`config.mk`:
```
export PLATFORM = sky130hd
export DESIGN_NAME = dds_modulation_top
export DESIGN_NICKNAME = d
export VERILOG_FILES = /design/src/dds_pkg.sv /design/src/waveform_if.sv /design/src/dds_modulation_top.sv /design/src/dds_waveform_gen.sv /design/src/key_state_tracker.sv /design/src/modulation_select.sv /design/src/scope_capture_buffer.sv /design/src/symbol_lfsr.sv
export SDC_FILE = /design/constraint.sdc
export NUM_CORES = 1
export LEC_CHECK = 0
export BUFFER_PORTS_ARGS = -buffer_cell sky130_fd_sc_hd__buf_2
export CAP_MARGIN = 20
export CORE_ASPECT_RATIO = 1.2
export CORE_MARGIN = 2
export CORE_UTILIZATION = 45
export CTS_CLUSTER_DIAMETER = 60
export DETAILED_ROUTE_END_ITERATION = 6
export PLACE_DENSITY = 0.73
export SYNTH_ARGS = -nofsm -noshare
export SYNTH_HDL_FRONTEND = slang
export SYNTH_HIERARCHICAL = 1
export SYNTH_SLANG_ARGS = --single-unit
```
`constraint.sdc`:
```
create_clock -name CLK_25MHZ -period 3.65 [get_ports CLK_25MHZ]
set_input_delay 0.365 -clock CLK_25MHZ [delete_from_list [all_inputs] [get_ports CLK_25MHZ]]
set_output_delay 0.365 -clock CLK_25MHZ [all_outputs]
set_load 0.1 [all_outputs]
```
`src/sine_table.hex`:
```
// one sine period, 64 lines, one 12-bit offset binary sample per line
800
8C9
98F
A52
B0F
BC5
C71
D13
DA7
E2E
EA6
F0D
F63
FA7
FD8
FF5
FFF
FF5
FD8
FA7
F63
F0D
EA6
E2E
DA7
D13
C71
BC5
B0F
A52
98F
8C9
800
737
671
5AE
4F1
43B
38F
2ED
259
1D2
15A
0F3
09D
059
028
00B
001
00B
028
059
09D
0F3
15A
1D2
259
2ED
38F
43B
4F1
5AE
671
737

```
`src/dds_pkg.sv`:
```
package dds_pkg;

   //////////////////////////////////////////////////
   // datapath widths
   //////////////////////////////////////////////////
   localparam int SAMPLE_W = 12;   // offset binary samples
   localparam int PHASE_W  = 32;
   localparam int PLOT_W   = 8;    // one scope row value

   typedef logic [SAMPLE_W-1:0] sample_t;
   typedef logic [PLOT_W-1:0]   plot_byte_t;
   typedef logic [PHASE_W-1:0]  phase_t;

   // sine rom, addressed by the top phase bits
   localparam int    TABLE_AW   = 6;
   localparam int    COS_OFFSET = 16;               // quarter period
   localparam string SINE_FILE  = "/design/src/sine_table.hex";

   //////////////////////////////////////////////////
   // symbol source and capture timing
   //////////////////////////////////////////////////
   localparam int             LFSR_W       = 5;
   localparam logic [LFSR_W-1:0] LFSR_SEED = 5'b00001;
   localparam int             SYMBOL_TICKS = 16;    // clocks per lfsr step
   localparam int             TICK_W       = $clog2(SYMBOL_TICKS);

   localparam int SAMPLE_DIVIDE = 8;                // clocks per capture
   localparam int SAMPLE_CNT_W  = $clog2(SAMPLE_DIVIDE);
   localparam int CAPTURE_AW    = 6;                // 64 entries

   // carrier and modulation choices
   typedef enum logic [1:0] {
      CARRIER_SINE   = 2'd0,
      CARRIER_COSINE = 2'd1,
      CARRIER_SAW    = 2'd2,
      CARRIER_SQUARE = 2'd3
   } carrier_sel_e;

   typedef enum logic [1:0] {
      MOD_ASK  = 2'd0,
      MOD_SINE = 2'd1,
      MOD_BPSK = 2'd2,
      MOD_LFSR = 2'd3
   } modulation_sel_e;

   localparam sample_t LFSR_HIGH = 12'h800;         // level for a 0 symbol

   //////////////////////////////////////////////////
   // keyboard events
   //////////////////////////////////////////////////
   localparam int EVENT_CODE_W    = 8;
   localparam int EVENT_BREAK_BIT = 7;   // set on key release
   localparam int KEY_INDEX_W     = 5;   // low bits of the code
   localparam int NUM_KEYS        = 17;

   // flag positions, msb first as on the board
   localparam int KEY_1 = 16, KEY_2 = 15, KEY_3 = 14, KEY_4 = 13;
   localparam int KEY_5 = 12, KEY_6 = 11, KEY_7 = 10, KEY_8 = 9;
   localparam int KEY_F1 = 8, KEY_F2 = 7, KEY_N = 6, KEY_M = 5;
   localparam int KEY_SPACE = 4, KEY_LEFT = 3, KEY_RIGHT = 2;
   localparam int KEY_UP = 1, KEY_DOWN = 0;

endpackage

```
`src/waveform_if.sv`:
```
`timescale 1ns/1ps

// carriers and symbol, all plain levels updated every clock
interface waveform_if
   import dds_pkg::*;
();

   sample_t sin_wave;
   sample_t cos_wave;
   sample_t saw_wave;
   sample_t squ_wave;
   logic    symbol;     // lfsr bit 0

   modport generator (
      output sin_wave, cos_wave, saw_wave, squ_wave, symbol
   );

   modport selector (
      input sin_wave, cos_wave, saw_wave, squ_wave, symbol
   );

endinterface
```
`src/dds_modulation_top.sv`:
```
`timescale 1ns/1ps

module dds_modulation_top
   import dds_pkg::*;
(
   input  logic                    CLK_25MHZ,
   input  logic                    reset_from_key,

   // generator and selector controls
   input  phase_t                  phase_inc,
   input  carrier_sel_e            carrier_sel,
   input  modulation_sel_e         modulation_sel,

   // keyboard events
   input  logic                    key_event_ready,
   input  logic [EVENT_CODE_W-1:0] key_event_code,

   // scope readback
   input  logic [CAPTURE_AW-1:0]   read_addr,

   output sample_t                 carrier_sample,
   output sample_t                 modulated_sample,
   output logic                    sample_taken,
   output plot_byte_t              read_carrier,
   output plot_byte_t              read_modulated,
   output logic [NUM_KEYS-1:0]     key_flags
);

   waveform_if waves ();

   //////////////////////////////////////////////////
   // signal chain
   //////////////////////////////////////////////////
   dds_waveform_gen u_waveform_gen (
      .CLK_25MHZ      (CLK_25MHZ),
      .reset_from_key (reset_from_key),
      .phase_inc      (phase_inc),
      .waves          (waves.generator)
   );

   modulation_select u_modulation_select (
      .CLK_25MHZ        (CLK_25MHZ),
      .reset_from_key   (reset_from_key),
      .waves            (waves.selector),
      .carrier_sel      (carrier_sel),
      .modulation_sel   (modulation_sel),
      .carrier_sample   (carrier_sample),
      .modulated_sample (modulated_sample)
   );

   scope_capture_buffer u_scope_capture (
      .CLK_25MHZ        (CLK_25MHZ),
      .reset_from_key   (reset_from_key),
      .carrier_sample   (carrier_sample),     // same samples the outputs show
      .modulated_sample (modulated_sample),
      .read_addr        (read_addr),
      .sample_taken     (sample_taken),
      .read_carrier     (read_carrier),
      .read_modulated   (read_modulated)
   );

   //////////////////////////////////////////////////
   // keyboard
   //////////////////////////////////////////////////
   key_state_tracker u_key_tracker (
      .CLK_25MHZ       (CLK_25MHZ),
      .reset_from_key  (reset_from_key),
      .key_event_ready (key_event_ready),
      .key_event_code  (key_event_code),
      .key_flags       (key_flags)
   );

endmodule

```
`src/dds_waveform_gen.sv`:
```
`timescale 1ns/1ps

module dds_waveform_gen
   import dds_pkg::*;
(
   input  logic                CLK_25MHZ,
   input  logic                reset_from_key,
   input  phase_t              phase_inc,
   waveform_if.generator       waves
);

   phase_t                phase;
   logic [TABLE_AW-1:0]   sin_addr;
   logic [TABLE_AW-1:0]   cos_addr;

   // one period of sine, offset binary
   sample_t sine_rom [0:(1 << TABLE_AW)-1];

   initial begin
      $readmemh(SINE_FILE, sine_rom);
   end

   //////////////////////////////////////////////////
   // phase accumulator
   //////////////////////////////////////////////////
   always_ff @(posedge CLK_25MHZ) begin
      if (reset_from_key) begin
         phase <= '0;
      end else begin
         phase <= phase + phase_inc;   // free running, wraps at 2^32
      end
   end

   assign sin_addr = phase[PHASE_W-1 -: TABLE_AW];
   assign cos_addr = sin_addr + TABLE_AW'(COS_OFFSET);   // quarter turn ahead, wraps

   //////////////////////////////////////////////////
   // carriers
   //////////////////////////////////////////////////
   // registered from the current phase, so they trail it by one clock
   always_ff @(posedge CLK_25MHZ) begin
      waves.sin_wave <= sine_rom[sin_addr];
      waves.cos_wave <= sine_rom[cos_addr];
      waves.saw_wave <= phase[PHASE_W-1 -: SAMPLE_W];       // ramp is the phase itself
      waves.squ_wave <= {SAMPLE_W{~phase[PHASE_W-1]}};      // high for first half turn
   end

   // slow symbol for the modulators
   symbol_lfsr u_symbol_lfsr (
      .CLK_25MHZ      (CLK_25MHZ),
      .reset_from_key (reset_from_key),
      .symbol         (waves.symbol)
   );

endmodule

```
`src/key_state_tracker.sv`:
```
`timescale 1ns/1ps

module key_state_tracker
   import dds_pkg::*;
(
   input  logic                    CLK_25MHZ,
   input  logic                    reset_from_key,
   input  logic                    key_event_ready,
   input  logic [EVENT_CODE_W-1:0] key_event_code,
   output logic [NUM_KEYS-1:0]     key_flags
);

   logic                   is_break;
   logic [KEY_INDEX_W-1:0] key_index;
   logic                   index_valid;

   //////////////////////////////////////////////////
   // event decode
   //////////////////////////////////////////////////
   assign is_break    = key_event_code[EVENT_BREAK_BIT];   // release
   assign key_index   = key_event_code[KEY_INDEX_W-1:0];
   assign index_valid = (key_index < KEY_INDEX_W'(NUM_KEYS));   // keys we do not track are dropped

   //////////////////////////////////////////////////
   // held flags
   //////////////////////////////////////////////////
   // a make sets the flag, the matching break clears it
   always_ff @(posedge CLK_25MHZ) begin
      if (reset_from_key) begin
         key_flags <= '0;
      end else if (key_event_ready && index_valid) begin
         key_flags[key_index] <= ~is_break;
      end
   end

endmodule

```
`src/modulation_select.sv`:
```
`timescale 1ns/1ps

module modulation_select
   import dds_pkg::*;
(
   input  logic            CLK_25MHZ,
   input  logic            reset_from_key,
   waveform_if.selector    waves,
   input  carrier_sel_e    carrier_sel,
   input  modulation_sel_e modulation_sel,
   output sample_t         carrier_sample,
   output sample_t         modulated_sample
);

   sample_t ask_wave;
   sample_t bpsk_wave;
   sample_t lfsr_wave;
   sample_t carrier_mux;
   sample_t modulated_mux;

   // keyed versions of the sine carrier
   assign ask_wave  = waves.symbol ? waves.sin_wave : '0;
   assign bpsk_wave = waves.symbol ? waves.sin_wave : ~waves.sin_wave;   // phase flip
   assign lfsr_wave = waves.symbol ? '0 : LFSR_HIGH;

   always_comb begin
      carrier_mux = waves.sin_wave;
      case (carrier_sel)
         CARRIER_COSINE: carrier_mux = waves.cos_wave;
         CARRIER_SAW:    carrier_mux = waves.saw_wave;
         CARRIER_SQUARE: carrier_mux = waves.squ_wave;
         default:        carrier_mux = waves.sin_wave;
      endcase
   end

   always_comb begin
      modulated_mux = waves.sin_wave;   // plain sine
      case (modulation_sel)
         MOD_ASK:  modulated_mux = ask_wave;
         MOD_BPSK: modulated_mux = bpsk_wave;
         MOD_LFSR: modulated_mux = lfsr_wave;
         default:  modulated_mux = waves.sin_wave;
      endcase
   end

   // one clock behind the waves
   always_ff @(posedge CLK_25MHZ) begin
      carrier_sample   <= carrier_mux;
      modulated_sample <= reset_from_key ? carrier_mux : modulated_mux;
   end

endmodule

```
`src/scope_capture_buffer.sv`:
```
`timescale 1ns/1ps

module scope_capture_buffer
   import dds_pkg::*;
(
   input  logic                  CLK_25MHZ,
   input  logic                  reset_from_key,
   input  sample_t               carrier_sample,
   input  sample_t               modulated_sample,
   input  logic [CAPTURE_AW-1:0] read_addr,
   output logic                  sample_taken,
   output plot_byte_t            read_carrier,
   output plot_byte_t            read_modulated
);

   logic [SAMPLE_CNT_W-1:0] div_cnt;
   logic [CAPTURE_AW-1:0]   wr_ptr;

   plot_byte_t carrier_mem   [0:(1 << CAPTURE_AW)-1];
   plot_byte_t modulated_mem [0:(1 << CAPTURE_AW)-1];

   // flip msb to signed, keep the next 7 bits
   function automatic plot_byte_t to_plot(input sample_t s);
      return {~s[SAMPLE_W-1], s[SAMPLE_W-2 -: PLOT_W-1]};
   endfunction

   //////////////////////////////////////////////////
   // sample strobe and write pointer
   //////////////////////////////////////////////////
   always_ff @(posedge CLK_25MHZ) begin
      if (reset_from_key) begin
         div_cnt      <= '0;
         sample_taken <= 1'b0;
         wr_ptr       <= '0;
      end else begin
         div_cnt      <= div_cnt + 1'b1;
         sample_taken <= (div_cnt == SAMPLE_CNT_W'(SAMPLE_DIVIDE - 1));   // one clock wide
         if (sample_taken) begin
            wr_ptr <= wr_ptr + 1'b1;   // circular, oldest entry overwritten
         end
      end
   end

   //////////////////////////////////////////////////
   // capture memory
   //////////////////////////////////////////////////
   always_ff @(posedge CLK_25MHZ) begin
      if (sample_taken) begin
         carrier_mem[wr_ptr]   <= to_plot(carrier_sample);
         modulated_mem[wr_ptr] <= to_plot(modulated_sample);
      end
      read_carrier   <= carrier_mem[read_addr];     // registered read
      read_modulated <= modulated_mem[read_addr];
   end

endmodule

```
`src/symbol_lfsr.sv`:
```
`timescale 1ns/1ps

module symbol_lfsr
   import dds_pkg::*;
(
   input  logic CLK_25MHZ,
   input  logic reset_from_key,
   output logic symbol
);

   logic [TICK_W-1:0] tick_cnt;
   logic [LFSR_W-1:0] lfsr;
   logic              tick;

   assign tick = (tick_cnt == TICK_W'(SYMBOL_TICKS - 1));   // last clock of a symbol

   always_ff @(posedge CLK_25MHZ) begin
      if (reset_from_key) begin
         tick_cnt <= '0;
         lfsr     <= LFSR_SEED;
      end else begin
         tick_cnt <= tick_cnt + 1'b1;   // wraps on its own
         if (tick) begin
            // shift up, feedback from taps 4 and 2
            lfsr <= {lfsr[LFSR_W-2:0], lfsr[4] ^ lfsr[2]};
         end
      end
   end

   assign symbol = lfsr[0];

endmodule

```
==> flow_summary.ini <==
[floorplan]
core_sq_um = 100000
die_w_um = 294
die_y_um = 352
start_util_pct = 45.5
floorplan.die_area_sq_um = 104000
ios = 111
std_cell_rows = 127

[finish]
seq_area_sq_um = 33200
area_growth_pct = 12.7
fillers = 7724
drive_gt1_share_pct = 26.2
multi_input_area_sq_um = 11400
fin_cells = 3950
nets = 2665
fin_area_sq_um = 51300

[run_status]
status = finished, final reports clean

[clocking]
clk_latency_ns = 0.71
htree_levels = 3
clk_pin_slew_ns = 0.06
cts_resized = 0
cts_tree = built
cts_buffer_depth = 3
cts_buffers = 104
cts_sinks = 1145
clk_root_buffer_cell = clkbuf_16

[global_routing]
met2_usage_pct = 35.1
met3_usage_pct = 4.18
grt_pass1_vias = 24100
grt_antenna_before_repair = 12
use_met1_pct = 26.8
gr-max-usage-layer = met2
grt_use_total_pct = 21.0
grt_pass1_wl_um = 160000
overflow = 0
grt_max_degree = 66

[timing]
slew-limit-headroom_pct = 32.8
rsz0062_at_grt = no
max_clock_freq_mhz = 375
layout_setup_ws_ns = 0.983
holdWs_ns = 0.0957
setup_violations = 0
fin_skew_ns = 0.0460
finalHoldViolCount = 0
maxSlewViolCount = 0
period_needed_ns = 2.67
tightest_slew_ns = 1.01
finalSetupTns_ns = 0
finalCritPeriodShare_pct = 73.1

[synthesis]
ys_dominant_reg_cell = edfxtp_1
async_flop_share_pct = 0
avgSynthCellArea_sq_um = 19.2
synth_cells = 2373
yosysTopAreaCellShare_pct = 67.5
yosys_warnings = 6
synth_edf_count = 1024
synth_seq_cells = 1145
syn-cell-area_sq_um = 45500
ys_types = 82
ys_seq_area_share_pct = 72.9
synthTopCellsByArea = edfxtp_1 (68%), mux4_2 (13%), dfxtp_1 (5.3%)
yosysTopAreaCell = edfxtp_1

[route]
avgRoutedWirePerCell_um = 27.7
ant_nets = 0
drt_iter0_markers = 2892
postRouteWirelength_um = 109000
drc = 0
drt_pass1_iterations = 6
route.vias.total = 23900
via_per_inst = 6.05

[power]
p_per_area_nw_per_um2 = 601
ir_worst_vdd_mv = 0.459
p_leak_nw = 16.9

[worst_hold_path]
hold_path_end = u_waveform_gen/phase[17]$_SDFF_PP0_
hold_path_startpoint = reset_from_key
worstHoldPathCells = 2
hp-class = input port to flip-flop

[setup_path]
reg2reg_depth = 8
cp.required_ns = 4.21
setup.worst_path.end_class = flip-flop
crit_arrival_ns = 3.23
reg2reg_slack_ns = 1.04
criticalPathCategory = input port to flip-flop
worst_r2r_endpoint = u_waveform_gen/phase[24]$_SDFF_PP0_
worstSetupStartpointType = input port
path_max_fanout = 6
timing.rr.start = u_waveform_gen/phase[0]$_SDFF_PP0_

[placement]
post-place-ws_ns = 0.823
dp_hpwl_um = 68300
gp_congestion = 0.869
placed_cells = 3747
place_area_sq_um = 47800
port_buffers = 108

[flow_run]
maxCapViolations = 0
[synthesized netlist by cell type (3+ instances only)]
master / instances
or4_1: 6
clkbuf_1: 60
o22ai_1: 56
nor3_1: 10
xnor2_1: 12
mux2i_1: 52
buf_1: 11
and3_1: 6
xor2_1: 10
nor2b_1: 25
a222oi_1: 11
o211ai_1: 7
buf_8: 3
dfxtp_1: 121
or2_2: 4
nand3_1: 16
buf_4: 55
o21a_1: 5
mux2_2: 3
inv_1: 9
buf_2: 24
nand3b_1: 7
nand2_1: 38
a311oi_1: 18
nor3b_1: 5
a21oi_1: 83
and2_1: 6
or3_1: 4
o31ai_1: 10
o221ai_1: 24
nor2_1: 136
nand2b_1: 25
o21ai_0: 13
a21boi_0: 3
mux4_2: 258
nand4_1: 8
buf_6: 15
a211o_1: 16
ha_1: 47
or2b_1: 4
a211oi_1: 14
edfxtp_1: 1024
a21o_1: 23
a22oi_1: 36
[worst max-delay path by stage]
stage | startpoint | end | slack, ns | depth (start not counted)
2_1_floorplan | u_scope_capture/sample_taken$_SDFF_PP0_ | u_scope_capture/carrier_mem[57][0]$_DFFE_PP_ | 0.56 | 3
5_1_grt | phase_inc[0] | u_waveform_gen/phase[24]$_SDFF_PP0_ | 0.90 | 10
3_5_place_dp | read_addr[0] | u_scope_capture/read_carrier[4]$_DFF_P_ | 0.82 | 6
3_3_place_gp | phase_inc[0] | u_waveform_gen/phase[30]$_SDFF_PP0_ | 0.85 | 9
4_1_cts | phase_inc[0] | u_waveform_gen/phase[24]$_SDFF_PP0_ | 1.02 | 10
6_report | phase_inc[0] | u_waveform_gen/phase[24]$_SDFF_PP0_ | 0.98 | 10
[through the flow]
stage          util (%)  total power [mW]
5_1_grt            51.2              31.8
3_5_place_dp       47.8              20.2
6_report           51.3              30.9
4_1_cts            51.2              31.0
2_1_floorplan         -              18.9
3_3_place_gp       47.8              20.1
[sequential cells by signal (all words and copies together) (netlist names), 3 cells and up]
name / flops
u_key_tracker/key_flags: 17
u_modulation_select/carrier_sample: 12
u_modulation_select/modulated_sample: 12
u_scope_capture/carrier_mem: 512
u_scope_capture/div_cnt: 3
u_scope_capture/modulated_mem: 512
u_scope_capture/read_carrier: 8
u_scope_capture/read_modulated: 8
u_scope_capture/wr_ptr: 6
u_waveform_gen/phase: 32
u_waveform_gen/u_symbol_lfsr/lfsr: 5
u_waveform_gen/u_symbol_lfsr/tick_cnt: 4
u_waveform_gen/waves.saw_wave: 12
[area by class of cell]
class                   count  area share, %
clock inverters            52           1.06
diodes                      8         0.0390
multi-input cells        1073           22.2
flip-flops and latches   1145           64.7
inverters                   9         0.0658
clock buffers             142           5.64
repair buffers            231           3.15
well taps                1290           3.15
[placed cells by master, fill, tap and decap left out, types with 11 or more instances in the layout]
cell type and n:
a211o_1 16, a211oi_1 14, a21o_1 23, a21oi_1 83, a222oi_1 11, a22oi_1 36
a311oi_1 18, buf_2 105, buf_4 113, clkbuf_1 24, clkbuf_16 105, clkbuf_8 13
clkinv_1 13, clkinv_2 19, conb_1 24, dfxtp_1 107, dfxtp_2 14, edfxtp_1 1024
ha_1 47, mux2i_1 52, mux4_2 258, nand2_1 38, nand2b_1 25, nand3_1 16
nor2_1 136, nor2b_1 25, o21ai_0 13, o221ai_1 24, o22ai_1 56, xnor2_1 12
[cells by family (layout without fill, tap and decap cells)]
family	after synthesis	in the layout	synth area share (%)
other	1	32	0.00824
muxes	315	315	14.0
xor gates and xnor gates	22	22	0.423
buffers and inverters	178	434	2.31
and+or+nand+nor	314	314	3.50
DFF	1145	1145	72.9
adders and majority gates	48	48	1.34
AOI/OAI and AO/OA	350	350	5.52
[power breakdown]
part,switching [mW],total [mW],internal [mW]
combinational,3.15,4.40,1.25
sequential,0.301,15.6,15.3
clock,4.75,10.9,6.11
[layer usage]
metal  vias to the layer above  routed length (um)
li1                      10100                   -
met1                     12400               40500
met2                      1166               54900
met3                       208                8960
met4                         8                4910
met5                         -                  48
[what timing repair did]
item                      4_1_cts  5_1_grt
hold buffers                    1        0
hold endpoints to repair        1        0
setup buffers                   0        0
[worst max-delay path: stages]
cell,delay (ns)
dlygate4sd3_1,0.53
buf_2,0.12
ha_1,0.23
fa_1,0.43
a21o_2,0.25
a221o_1,0.38
a21o_4,0.27
a31oi_4,0.25
o21bai_2,0.11
mux2_4,0.29
(Power assumes the default switching activity.)
